**config.mk**
```make
export PLATFORM = sky130hd
export DESIGN_NAME = lc3_core
export DESIGN_NICKNAME = d
export VERILOG_FILES = /design/src/common/lc3_pkg.sv /design/src/verilog/lc3_core.sv /design/src/verilog/mem_port.sv /design/src/verilog/execute.sv /design/src/verilog/controller.sv /design/src/verilog/fetch.sv /design/src/decode/decode.sv /design/src/decode/regfile.sv
export SDC_FILE = /design/constraint.sdc
export NUM_CORES = 1
export LEC_CHECK = 0
export BUFFER_PORTS_ARGS = -buffer_cell sky130_fd_sc_hd__buf_2
export CAP_MARGIN = 20
export CORE_AREA = 3 3 183 141
export DETAILED_ROUTE_END_ITERATION = 8
export DIE_AREA = 0 0 186 144
export HOLD_SLACK_MARGIN = 0.08
export PLACE_DENSITY = 0.69
export SYNTH_ARGS = -nofsm -noshare
export SYNTH_HDL_FRONTEND = slang
export SYNTH_HIERARCHICAL = 1
export SYNTH_SLANG_ARGS = --single-unit
```
**constraint.sdc**
```tcl
create_clock -name clock -period 7.13 [get_ports clock]
set_input_delay 0.3565 -clock clock [delete_from_list [all_inputs] [get_ports clock]]
set_output_delay 0.3565 -clock clock [all_outputs]
set_load 0.05 [all_outputs]
```
**src/common/lc3_pkg.sv**
```systemverilog
// LC-3 core shared definitions
package lc3_pkg;

  localparam int word_w = 16; // Data and address width
  localparam int reg_count = 8; // General registers R0..R7
  localparam logic [word_w-1:0] reset_pc = 16'h3000; // First fetch address

  typedef logic [word_w-1:0] word_t;
  typedef logic [$clog2(reg_count)-1:0] reg_addr_t;

  // Opcodes from ir[15:12]
  typedef enum logic [3:0] {
    op_br   = 4'b0000,
    op_add  = 4'b0001,
    op_ld   = 4'b0010,
    op_st   = 4'b0011,
    op_jsr  = 4'b0100, // JSR and JSRR, split by ir[11]
    op_and  = 4'b0101,
    op_ldr  = 4'b0110,
    op_str  = 4'b0111,
    op_rti  = 4'b1000,
    op_not  = 4'b1001,
    op_ldi  = 4'b1010,
    op_sti  = 4'b1011,
    op_jmp  = 4'b1100, // JMP and RET
    op_res  = 4'b1101,
    op_lea  = 4'b1110,
    op_trap = 4'b1111
  } opcode_t;

  // Instruction phases
  typedef enum logic [3:0] {
    update_pc,
    fetch,
    decode,
    execute,
    write_reg,
    branch,
    address,
    read_mem,
    write_mem,
    halt
  } state_t;

  typedef enum logic [2:0] {alu, control, load, store, illegal} inst_class_t;

  typedef enum logic [1:0] {alu_add, alu_and, alu_not} alu_op_t;
  typedef enum logic [1:0] {off_11, off_9, off_6, off_zero} off_sel_t;
  typedef enum logic {base_npc, base_src1} base_sel_t;
  typedef enum logic [1:0] {wb_alu, wb_mem, wb_addr, wb_npc} wb_sel_t;

  typedef struct packed {
    inst_class_t inst_class;
    logic        store_pc;  // JSR/JSRR write R7
    logic        addr_only; // LEA skips memory
  } seq_ctrl_t;

  typedef struct packed {
    alu_op_t   alu_op;
    off_sel_t  off_sel;
    base_sel_t base_sel;
    logic      use_imm;  // imm5 as second ALU operand
    wb_sel_t   wb_sel;
  } exec_ctrl_t;

  typedef struct packed {
    word_t addr;
    word_t wdata;
    logic  write;
  } mem_bus_t;

endpackage
```
**src/verilog/lc3_core.sv**
```systemverilog
// LC-3 multicycle core top
`timescale 1ns/1ps

module lc3_core (
  input  logic              clock,
  input  logic              reset,
  input  logic              ack,   // Memory handshake acknowledge
  input  lc3_pkg::word_t    rdata, // Valid while ack is high
  output logic              req,
  output lc3_pkg::mem_bus_t bus
);

  lc3_pkg::state_t     state;
  lc3_pkg::seq_ctrl_t  seq;
  lc3_pkg::exec_ctrl_t exec;
  lc3_pkg::word_t      pc;
  lc3_pkg::word_t      next_pc;
  lc3_pkg::word_t      ir;
  lc3_pkg::word_t      src1;
  lc3_pkg::word_t      src2;
  lc3_pkg::word_t      target;
  lc3_pkg::word_t      result;
  lc3_pkg::word_t      mem_data;
  logic                br_taken;
  logic                done;

  fetch u_fetch (
    .clock    (clock),
    .reset    (reset),
    .state    (state),
    .br_taken (br_taken),
    .target   (target),
    .pc       (pc),
    .next_pc  (next_pc)
  );

  controller u_controller (
    .clock (clock),
    .reset (reset),
    .seq   (seq),
    .done  (done),
    .state (state)
  );

  decode u_decode (
    .clock      (clock),
    .state      (state),
    .rdata_word (mem_data), // Fetched word, registered in mem_port
    .result     (result),
    .seq        (seq),
    .exec       (exec),
    .ir         (ir),
    .src1       (src1),
    .src2       (src2),
    .br_taken   (br_taken)
  );

  execute u_execute (
    .exec     (exec),
    .ir       (ir),
    .src1     (src1),
    .src2     (src2),
    .next_pc  (next_pc),
    .mem_data (mem_data),
    .target   (target),
    .result   (result)
  );

  mem_port u_mem_port (
    .clock      (clock),
    .reset      (reset),
    .state      (state),
    .pc         (pc),
    .target     (target),
    .store_data (src2), // ST/STR source register
    .ack        (ack),
    .rdata      (rdata),
    .req        (req),
    .bus        (bus),
    .done       (done),
    .mem_data   (mem_data)
  );

endmodule

```
**src/verilog/mem_port.sv**
```systemverilog
// Four-phase memory request port
`timescale 1ns/1ps

module mem_port (
  input  logic              clock,
  input  logic              reset,
  input  lc3_pkg::state_t   state,
  input  lc3_pkg::word_t    pc,
  input  lc3_pkg::word_t    target,
  input  lc3_pkg::word_t    store_data,
  input  logic              ack,
  input  lc3_pkg::word_t    rdata,
  output logic              req,
  output lc3_pkg::mem_bus_t bus,
  output logic              done,     // One cycle, access complete
  output lc3_pkg::word_t    mem_data  // Last read word
);

  logic           access;  // State needs a memory transaction
  logic           launch;
  logic           write_q;
  lc3_pkg::word_t addr_q;
  lc3_pkg::word_t wdata_q;

  assign access = state inside {lc3_pkg::fetch, lc3_pkg::read_mem, lc3_pkg::write_mem};
  // No new request until the previous ack is gone
  assign launch = access && !req && !done && !ack;

  always_ff @(posedge clock or posedge reset)
  begin
    if (reset)
    begin
      req     <= 1'b0;
      write_q <= 1'b0;
      done    <= 1'b0;
    end
    else
    begin
      done <= 1'b0;
      if (req && ack)
      begin
        req     <= 1'b0; // Drop on the cycle after ack
        write_q <= 1'b0;
        done    <= 1'b1;
      end
      else if (launch)
      begin
        req     <= 1'b1;
        write_q <= (state == lc3_pkg::write_mem);
      end
    end
  end

  // Bus held from launch until ack
  always_ff @(posedge clock)
  begin
    if (launch)
    begin
      addr_q  <= (state == lc3_pkg::fetch) ? pc : target;
      wdata_q <= store_data;
    end
  end

  always_ff @(posedge clock)
  begin
    if (req && ack)
      mem_data <= rdata; // Valid while ack high
  end

  assign bus.addr  = addr_q;
  assign bus.wdata = wdata_q;
  assign bus.write = write_q;

endmodule

```
**src/verilog/execute.sv**
```systemverilog
// ALU, address adder and writeback select
`timescale 1ns/1ps

module execute (
  input  lc3_pkg::exec_ctrl_t exec,
  input  lc3_pkg::word_t      ir,
  input  lc3_pkg::word_t      src1,
  input  lc3_pkg::word_t      src2,
  input  lc3_pkg::word_t      next_pc,
  input  lc3_pkg::word_t      mem_data,
  output lc3_pkg::word_t      target,   // Base plus offset
  output lc3_pkg::word_t      result
);

  lc3_pkg::word_t imm5;
  lc3_pkg::word_t offset6;
  lc3_pkg::word_t offset9;
  lc3_pkg::word_t offset11;
  lc3_pkg::word_t alu_in2;
  lc3_pkg::word_t alu_out;
  lc3_pkg::word_t offset;
  lc3_pkg::word_t base;

  // Sign extension of the instruction fields
  assign imm5     = {{11{ir[4]}}, ir[4:0]};
  assign offset6  = {{10{ir[5]}}, ir[5:0]};
  assign offset9  = {{7{ir[8]}}, ir[8:0]};
  assign offset11 = {{5{ir[10]}}, ir[10:0]};

  assign alu_in2 = exec.use_imm ? imm5 : src2;

  always_comb
  begin
    case (exec.alu_op)
      lc3_pkg::alu_and: alu_out = src1 & alu_in2;
      lc3_pkg::alu_not: alu_out = ~src1;
      default:          alu_out = src1 + alu_in2;
    endcase
  end

  always_comb
  begin
    case (exec.off_sel)
      lc3_pkg::off_11: offset = offset11;
      lc3_pkg::off_9:  offset = offset9;
      lc3_pkg::off_6:  offset = offset6;
      default:         offset = '0; // JMP, JSRR
    endcase
  end

  assign base   = (exec.base_sel == lc3_pkg::base_src1) ? src1 : next_pc;
  assign target = base + offset;

  always_comb
  begin
    case (exec.wb_sel)
      lc3_pkg::wb_mem:  result = mem_data;
      lc3_pkg::wb_addr: result = target;
      lc3_pkg::wb_npc:  result = next_pc; // Return address
      default:          result = alu_out;
    endcase
  end

endmodule

```
**src/verilog/controller.sv**
```systemverilog
// Instruction phase FSM
`timescale 1ns/1ps

module controller (
  input  logic               clock,
  input  logic               reset,
  input  lc3_pkg::seq_ctrl_t seq,
  input  logic               done,  // Memory access finished
  output lc3_pkg::state_t    state
);

  lc3_pkg::state_t next_state;

  always_comb
  begin
    next_state = state; // Hold by default, covers memory waits
    case (state)
      lc3_pkg::update_pc: next_state = lc3_pkg::fetch;
      lc3_pkg::fetch:
        if (done)
          next_state = lc3_pkg::decode;
      lc3_pkg::decode:
        case (seq.inst_class)
          lc3_pkg::alu:     next_state = lc3_pkg::execute;
          lc3_pkg::control: next_state = lc3_pkg::branch;
          lc3_pkg::load:    next_state = lc3_pkg::address;
          lc3_pkg::store:   next_state = lc3_pkg::address;
          default:          next_state = lc3_pkg::halt; // TRAP, RTI, LDI, STI, reserved
        endcase
      lc3_pkg::execute:   next_state = lc3_pkg::write_reg;
      lc3_pkg::write_reg: next_state = lc3_pkg::update_pc;
      lc3_pkg::branch:
        if (seq.store_pc)
          next_state = lc3_pkg::write_reg; // Link into R7
        else
          next_state = lc3_pkg::update_pc;
      lc3_pkg::address:
        if (seq.addr_only)
          next_state = lc3_pkg::write_reg; // LEA
        else if (seq.inst_class == lc3_pkg::load)
          next_state = lc3_pkg::read_mem;
        else
          next_state = lc3_pkg::write_mem;
      lc3_pkg::read_mem:
        if (done)
          next_state = lc3_pkg::write_reg;
      lc3_pkg::write_mem:
        if (done)
          next_state = lc3_pkg::update_pc;
      lc3_pkg::halt:      next_state = lc3_pkg::halt; // Only reset leaves
      default:            next_state = lc3_pkg::halt;
    endcase
  end

  always_ff @(posedge clock or posedge reset)
  begin
    if (reset)
      state <= lc3_pkg::update_pc;
    else
      state <= next_state;
  end

endmodule

```
**src/verilog/fetch.sv**
```systemverilog
// Program counter
`timescale 1ns/1ps

module fetch (
  input  logic            clock,
  input  logic            reset,
  input  lc3_pkg::state_t state,
  input  logic            br_taken,
  input  lc3_pkg::word_t  target,  // Branch or jump destination
  output lc3_pkg::word_t  pc,
  output lc3_pkg::word_t  next_pc  // Incremented PC, JSR link and branch base
);

  logic           started; // First update_pc after reset keeps x3000
  lc3_pkg::word_t pc_mux;

  assign next_pc = pc + 1'b1;
  assign pc_mux  = br_taken ? target : next_pc;

  always_ff @(posedge clock or posedge reset)
  begin
    if (reset)
    begin
      pc      <= lc3_pkg::reset_pc;
      started <= 1'b0;
    end
    else if (state == lc3_pkg::update_pc)
    begin
      started <= 1'b1;
      if (started)
        pc <= pc_mux; // Advance past the finished instruction
    end
  end

endmodule

```
**src/decode/decode.sv**
```systemverilog
// Instruction decode and register file control
`timescale 1ns/1ps

module decode (
  input  logic                clock,
  input  lc3_pkg::state_t     state,
  input  lc3_pkg::word_t      rdata_word, // Fetched instruction
  input  lc3_pkg::word_t      result,     // Writeback value
  output lc3_pkg::seq_ctrl_t  seq,
  output lc3_pkg::exec_ctrl_t exec,
  output lc3_pkg::word_t      ir,
  output lc3_pkg::word_t      src1,
  output lc3_pkg::word_t      src2,
  output logic                br_taken
);

  lc3_pkg::word_t     inst;    // Word being decoded this cycle
  lc3_pkg::opcode_t   opcode;
  lc3_pkg::reg_addr_t dr;
  lc3_pkg::reg_addr_t sr1;
  lc3_pkg::reg_addr_t sr2;
  logic [2:0]         cc;      // N, Z, P
  logic               reg_write;

  // IR loads at the end of decode, so decode looks at the fetched word directly
  assign inst   = (state == lc3_pkg::decode) ? rdata_word : ir;
  assign opcode = lc3_pkg::opcode_t'(inst[15:12]);

  always_ff @(posedge clock)
  begin
    if (state == lc3_pkg::decode)
      ir <= rdata_word;
  end

  assign reg_write = (state == lc3_pkg::write_reg);

  // Condition codes follow every register write except the JSR link
  always_ff @(posedge clock)
  begin
    if (reg_write && opcode != lc3_pkg::op_jsr)
    begin
      if (result[15])
        cc <= 3'b100;
      else if (result == '0)
        cc <= 3'b010;
      else
        cc <= 3'b001;
    end
  end

  // Register numbers
  assign dr  = (opcode == lc3_pkg::op_jsr) ? 3'd7 : inst[11:9];
  assign sr1 = inst[8:6];
  assign sr2 = (opcode == lc3_pkg::op_st || opcode == lc3_pkg::op_str) ? inst[11:9]
             : inst[2:0];

  regfile u_regfile (
    .clock         (clock),
    .write         (reg_write),
    .write_reg_num (dr),
    .write_data    (result),
    .read_num1     (sr1),
    .read_num2     (sr2),
    .read_data1    (src1),
    .read_data2    (src2)
  );

  always_comb
  begin
    seq.inst_class = lc3_pkg::illegal;
    seq.store_pc   = 1'b0;
    seq.addr_only  = 1'b0;
    exec.alu_op    = lc3_pkg::alu_add;
    exec.off_sel   = lc3_pkg::off_9;
    exec.base_sel  = lc3_pkg::base_npc;
    exec.use_imm   = 1'b0;
    exec.wb_sel    = lc3_pkg::wb_alu;
    br_taken       = 1'b0;
    case (opcode)
      lc3_pkg::op_add, lc3_pkg::op_and, lc3_pkg::op_not:
      begin
        seq.inst_class = lc3_pkg::alu;
        exec.use_imm   = inst[5]; // Immediate mode bit
        if (opcode == lc3_pkg::op_and)
          exec.alu_op = lc3_pkg::alu_and;
        else if (opcode == lc3_pkg::op_not)
          exec.alu_op = lc3_pkg::alu_not;
      end
      lc3_pkg::op_br:
      begin
        seq.inst_class = lc3_pkg::control;
        br_taken       = |(cc & inst[11:9]); // Any requested flag set
      end
      lc3_pkg::op_jmp:
      begin
        seq.inst_class = lc3_pkg::control;
        exec.off_sel   = lc3_pkg::off_zero;
        exec.base_sel  = lc3_pkg::base_src1;
        br_taken       = 1'b1;
      end
      lc3_pkg::op_jsr:
      begin
        seq.inst_class = lc3_pkg::control;
        seq.store_pc   = 1'b1; // Both JSR and JSRR link
        exec.wb_sel    = lc3_pkg::wb_npc;
        br_taken       = 1'b1;
        if (inst[11])
          exec.off_sel = lc3_pkg::off_11; // JSR, PC relative
        else
        begin
          exec.off_sel  = lc3_pkg::off_zero; // JSRR, register target
          exec.base_sel = lc3_pkg::base_src1;
        end
      end
      lc3_pkg::op_ld, lc3_pkg::op_ldr, lc3_pkg::op_lea:
      begin
        seq.inst_class = lc3_pkg::load;
        exec.wb_sel    = lc3_pkg::wb_mem;
        if (opcode == lc3_pkg::op_ldr)
        begin
          exec.off_sel  = lc3_pkg::off_6;
          exec.base_sel = lc3_pkg::base_src1;
        end
        if (opcode == lc3_pkg::op_lea)
        begin
          seq.addr_only = 1'b1;
          exec.wb_sel   = lc3_pkg::wb_addr; // Address itself is the result
        end
      end
      lc3_pkg::op_st, lc3_pkg::op_str:
      begin
        seq.inst_class = lc3_pkg::store;
        if (opcode == lc3_pkg::op_str)
        begin
          exec.off_sel  = lc3_pkg::off_6;
          exec.base_sel = lc3_pkg::base_src1;
        end
      end
      default: seq.inst_class = lc3_pkg::illegal;
    endcase
  end

endmodule

```
**src/decode/regfile.sv**
```systemverilog
// General register file
`timescale 1ns/1ps

module regfile (
  input  logic               clock,
  input  logic               write,
  input  lc3_pkg::reg_addr_t write_reg_num,
  input  lc3_pkg::word_t     write_data,
  input  lc3_pkg::reg_addr_t read_num1,
  input  lc3_pkg::reg_addr_t read_num2,
  output lc3_pkg::word_t     read_data1,
  output lc3_pkg::word_t     read_data2
);

  lc3_pkg::word_t regs [lc3_pkg::reg_count];

  // Asynchronous reads
  assign read_data1 = regs[read_num1];
  assign read_data2 = regs[read_num2];

  always_ff @(posedge clock)
  begin
    if (write)
      regs[write_reg_num] <= write_data;
  end

endmodule

```
# After elaboration in Yosys (flattened, before gate mapping)
# Memory sizes are Yosys's and may differ from the RTL's.
# Index checks and enable logic that the tools add are counted.
# classes
n_addsub	3
n_mul	0
magnitude_cmp	0
reduce_logical	25
n_div	0
n_shift	0
muxes	42
n_bitwise	3
eq_ne	32
# op_table
op	count
16-bit one-hot mux with 3 select lines	2
16-bit two-way mux	5
4-bit one-hot mux with 9 select lines	1
16-bit adder	2
4-bit by 3-bit equality test with 1-bit output, second input constant	8
16-bit one-hot mux with 2 select lines	1
3-bit one-hot mux with 4 select lines	2
4-bit two-way mux	5
16-bit by 1-bit adder with 16-bit output, second input constant	1
16-bit AND	1
4-bit by 2-bit equality test with 1-bit output, second input constant	4
4-bit equality test, second input constant	4
16-bit zero test	1
16-bit inverter	1
3-bit two-way mux	5
1-bit two-way mux	12
2-bit two-way mux	6
4-bit one-hot mux with 3 select lines	1
3-bit OR reduction	4
2-bit equality test, second input constant	4
4-bit by 1-bit equality test with 1-bit output, second input constant	2
4-bit zero test	2
2-bit by 1-bit equality test with 1-bit output, second input constant	3
3-bit by 2-bit equality test with 1-bit output, second input constant	2
other kinds (16)	26
# word_totals
latchBits	0
romBits	0
n_memories	1
ram_bits	128
output_inout_bits	34
wordCells	118
register_bits	91
# memory_table
name	words	word_bits	rd	rd_ports_with_merged_regs	wr	line_no	rtl
u_decode.u_regfile.regs	8	16	2	0	1	regfile.sv:15	lc3_pkg::word_t regs [lc3_pkg::reg_count];

# Longest topological paths before layout
# An unclocked memory read counts as a cell.
# depth
depth_word	12
depth_mapped	24
ltp_nobuf	20

# Hierarchy
# The synthesis kept the hierarchy.
# by_module_without_submodules
mod	n_inst	area_per_inst_um2	cells_per_inst	seq_area_each_um2
regfile	1	6044.5	255	3843.7
execute	1	2682.6	380	0.0
mem_port	1	1876.8	88	1516.5
fetch	1	1238.7	145	427.9
decode	1	988.4	91	430.4
controller	1	340.3	43	100.1

# Least setup slack after synthesis
# OpenSTA, ideal clock, no wires.
# synth_timing
kind	flip-flop to flip-flop
start	reg u_controller.state[1]
end	reg u_decode.cc[0] (data pin)
required_ps	6853
setup_time_ps	277
synth_period_minus_slack_ps	5713
arrival_time_ps	5437
setup_slack_ps	1417
path_buffers	3
path_stages_with_launch	21
cell_sequence	dfrtp_1 nor4b_4 buf_6 mux2i_2 inv_2 a211oi_1 clkbuf_1 clkbuf_1 mux2_2 ha_1 fa_1 a211oi_2 nor3_1 o32a_2 a21o_1 a21oi_2 xnor2_1 o221a_1 nor4_1 and4_1 nor2_1
# synth_rtl
item	line_no	rtl
start, declared	controller.sv:9	output lc3_pkg::state_t state
start signal, assigned	controller.sv:58	state <= lc3_pkg::update_pc;
start signal, assigned	controller.sv:60	state <= next_state;
end signal, assigned	decode.sv:43	cc <= 3'b100;
end signal, assigned	decode.sv:45	cc <= 3'b010;
end signal, assigned	decode.sv:47	cc <= 3'b001;
end, declared	decode.sv:22	logic [2:0] cc;

# Final worst setup path
# layout_timing
start	reg u_controller.state[2]
end	reg u_decode.cc[0] (data pin)
# layout_rtl
item	line_no	rtl
4-bit by 2-bit equality test with 1-bit output	decode.sv:26	assign inst = (state == lc3_pkg::decode) ? rdata_word : ir;
16-bit two-way mux	decode.sv:26	
named net u_decode.inst[0]	decode.sv:17	lc3_pkg::word_t inst;
3-bit two-way mux	decode.sv:54	assign sr2 = (opcode == lc3_pkg::op_st || opcode == lc3_pkg::op_str) ? inst[11:9]
named net u_decode.sr2[0]	decode.sv:21	lc3_pkg::reg_addr_t sr2;
memory read 8 x 16 bit	--	
named net src2[0]	lc3_core.sv:20	lc3_pkg::word_t src2;
16-bit two-way mux	execute.sv:30	assign alu_in2 = exec.use_imm ? imm5 : src2;
16-bit adder	execute.sv:37	default: alu_out = src1 + alu_in2;
16-bit one-hot mux with 2 select lines	execute.sv:34	case (exec.alu_op)
16-bit one-hot mux with 3 select lines	execute.sv:56	case (exec.wb_sel)
named net result[12]	lc3_core.sv:22	lc3_pkg::word_t result;
16-bit zero test	decode.sv:44	else if (result == '0)
2-bit two-way mux	decode.sv:44	
# The timed path passes the listed nets, and every way through them passes these cells.
# A chain may end at the register's enable or synchronous reset.

==> reports/qor.yml <==
status: "finished clean"
io_pins: 53
maxSlewViolCount: 0
cpMostUsedCell: "mux2_2"
max_freq_ghz: 0.152
htree_levels: 1
crit_path_end_kind: "flip-flop"
maxCapViolations: 0
first_global_vias: 8628
ys_types: 87
critical_path.max_fanout: 32
cts_tree: "built"
rows: 49
clkTransAtPathRegs_ns: 0.07
clock_latency_ns: 0.53
syn-mean-instance-area_um2: 13.1
min_period_ns: 6.58
yosysSeqAreaShare: 0.480
synth_warnings: 6
gr-total-overflow: 0
portBuffers: 52
rr_endpoint: "u_decode/cc[0]"
critical_path.max_stage_delay_ns: 0.63
numCtsBuffers: 24
cts_root_buf: "clkbuf_16"
cts_num_sinks: 219
setup_viol: 0
period_share: 0.922
via_per_inst: 6.45
crit_type: "reg2reg"
drt_iter0_markers: 878
drtAntennaViolNets: 0
ff2ff_setup_slack_ns: 0.55
place_area_mm2: 0.0137
route.vias.total: 8979
synth_nets: 1057
num_antenna_cells: 0
grt_pass1_wl_um: 50800
slew_headroom: 0.470
gp_congestion: 0.965
startpoint_type: "flip-flop"
worstRegToRegCells: 20
cts.repair.resized: 0
cp.arrival_ns: 6.86
track_usage: 0.250
cp.required_ns: 7.41
skew_ns: 0.0146
initial_core_util: 0.551
crit_slowest_cell: "dfrtp_1"
ys_dominant_reg_cell: "edfxtp_1"
areaGrowthSynthToFinish_pct: 11.9
clockBufferDepth: 3
core_mm2: 0.0239
r2r-start: "u_controller/state[2]"
finalSetupTns_ns: 0
fin_area_mm2: 0.0147
die_h_um: 144
rsz0062_at_grt: "false"
hold_path.class: "in2async"
antenna_found_initial: 1
async_reset_ff_frac: 0.110
drt-pass1-iter-count: 5
syn-instance-count: 1002
die_width_um: 186
grt_start_max_net_pins: 33
drcViolationCount: 0
mappedNetlistArea_mm2: 0.0132
path_cells: "nor4b_4 -> buf_4 -> mux2_2 -> mux2_4 -> mux4_1 -> mux2_2 -> mux2_2 -> ha_1 -> inv_1 -> fa_1 -> nor2b_1 -> o31a_1 -> o31ai_1 -> a31oi_1 -> mux2i_1 -> nand2_1 -> o211ai_1 -> nor4_1 -> and4_1 -> nor2_1"
wl_per_cell_um: 23.8
dp_hpwl_um: 23300
hold_viol_final: 0
wirelength_um: 33100
nNetsFinal: 1124
die-area_mm2: 0.0268
synth-seq-cells: 219
layout-drive-gt1-share: 0.226
synth_edf_count: 181
worst_pin_slew_ns: 0.796
==> timing repair <==
action	CTS	global route
setup buffers	0	0
hold buffers	18	0
hold endpoints to repair	39	0
==> synth_stat cells, types with 6 or more instances <==
cell / number / area share
o21ai_1: 15 / 0.0057
o211ai_1: 8 / 0.0046
edfxtp_1: 181 / 0.41
nand3_1: 28 / 0.011
nor3_1: 13 / 0.0049
clkbuf_1: 20 / 0.0057
dfrtp_1: 22 / 0.042
nand2_1: 58 / 0.017
xor2_1: 16 / 0.011
mux4_2: 14 / 0.024
ha_1: 34 / 0.032
and2_1: 9 / 0.0043
inv_1: 41 / 0.012
dfxtp_1: 14 / 0.021
nor4_1: 10 / 0.0047
and3_1: 7 / 0.0033
a21oi_1: 43 / 0.016
xnor2_1: 24 / 0.016
mux2_4: 13 / 0.015
a21o_1: 6 / 0.0034
o21ai_0: 48 / 0.018
buf_1: 9 / 0.0026
nand2b_1: 10 / 0.0047
buf_6: 13 / 0.011
mux2i_1: 19 / 0.014
a31oi_1: 12 / 0.0057
mux4_1: 56 / 0.11
nor2_1: 51 / 0.015
nor2b_1: 7 / 0.0033
mux2_2: 67 / 0.057
a211oi_1: 8 / 0.0046
nand4_1: 6 / 0.0029
o21a_1: 15 / 0.0085
==> worst max-delay path: cells and delay by family (launching register included) <==
kind | cells | cell delay, ns
compound gates | 4 | 1.27
fa+ha+maj | 2 | 0.43
buf+inv | 2 | 0.38
flops | 1 | 0.63
mux | 6 | 2.10
simple gates | 6 | 1.48
==> layout by cell type, fill, tap and decap left out, types with 7 or more instances in the layout <==
cell type | netlist | layout
edfxtp_1 | 181 | 181
mux2_2 | 67 | 67
nand2_1 | 58 | 58
mux4_1 | 56 | 56
buf_2 | 2 | 52
nor2_1 | 51 | 50
o21ai_0 | 48 | 48
a21oi_1 | 43 | 42
inv_1 | 41 | 41
ha_1 | 34 | 34
nand3_1 | 28 | 28
clkbuf_16 | 0 | 24
xnor2_1 | 24 | 24
dfrtp_1 | 22 | 22
buf_4 | 4 | 22
mux2i_1 | 19 | 19
dlygate4sd3_1 | 0 | 18
xor2_1 | 16 | 16
o21a_1 | 15 | 15
o21ai_1 | 15 | 14
dfxtp_1 | 14 | 14
mux4_2 | 14 | 14
mux2_4 | 13 | 13
a31oi_1 | 12 | 12
nor3_1 | 13 | 11
nand2b_1 | 10 | 10
nor4_1 | 10 | 10
and2_1 | 9 | 9
o211ai_1 | 8 | 8
nor2b_1 | 7 | 7
and3_1 | 7 | 7
==> layer usage <==
layer,GRT usage,vias to the layer above,wire length [um]
li1,-,4096,-
met1,0.382,4475,15300
met2,0.372,359,14600
met3,0.0553,49,2680
met4,0.0513,0,587
met5,0,-,0
==> sequential cells by signal (all words and copies together) (netlist names) <==
signal,count
u_mem_port/req,1
u_fetch/started,1
u_fetch/pc,16
u_decode/ir,16
u_decode/u_regfile/regs,128
u_mem_port/mem_data,16
u_mem_port/addr_q,16
u_mem_port/wdata_q,16
u_controller/state,4
u_decode/cc,3
u_mem_port/done,1
u_mem_port/write_q,1
==> stage by stage <==
stage / hold WS (ns) / utilization / setup WS [ns] / std cells
2_1_floorplan: 0.110 / - / 1.42 / 1002
3_3_place_gp: 0.255 / 0.572 / 0.881 / 1330
3_5_place_dp: 0.261 / 0.572 / 0.608 / 1330
4_1_cts: 0.246 / 0.615 / 0.585 / 1392
5_1_grt: 0.258 / 0.616 / 0.241 / 1393
6_report: 0.266 / 0.616 / 0.555 / 1393
==> cell type report <==
class | count | area [um^2]
Clock buffer | 31 | 667
Inverter | 47 | 178
Multi-Input combinational cell | 684 | 6380
Tap cell | 306 | 383
Fill cell | 1798 | 9180
Sequential cell | 219 | 6320
Clock inverter | 13 | 176
Timing Repair Buffer | 93 | 633
==> cells by family (layout without fill, tap and decap cells) <==
family	after synthesis	after routing	synth area share
AOI/OAI and AO/OA	207	207	0.103
xor gates and xnor gates	40	40	0.0266
adders and majority gates	36	36	0.0353
buffers and inverters	99	184	0.0386
DFF	219	219	0.480
muxes	174	174	0.227
and+or+nand+nor	227	227	0.0901
==> how the worst max path moves through the flow <==
stage / from / endpoint / cells past startpoint
6_report: u_controller/state[2] / u_decode/cc[0] / 20
4_1_cts: u_controller/state[2] / u_decode/cc[0] / 20
3_5_place_dp: u_controller/state[2] / u_decode/cc[0] / 20
2_1_floorplan: u_controller/state[1] / u_decode/cc[0] / 20
3_3_place_gp: u_controller/state[2] / u_decode/cc[0] / 17
5_1_grt: u_controller/state[2] / u_decode/cc[0] / 20
Power is not shown: default switching activity piles up to over one toggle a cycle in this logic, so the estimate is an artifact.
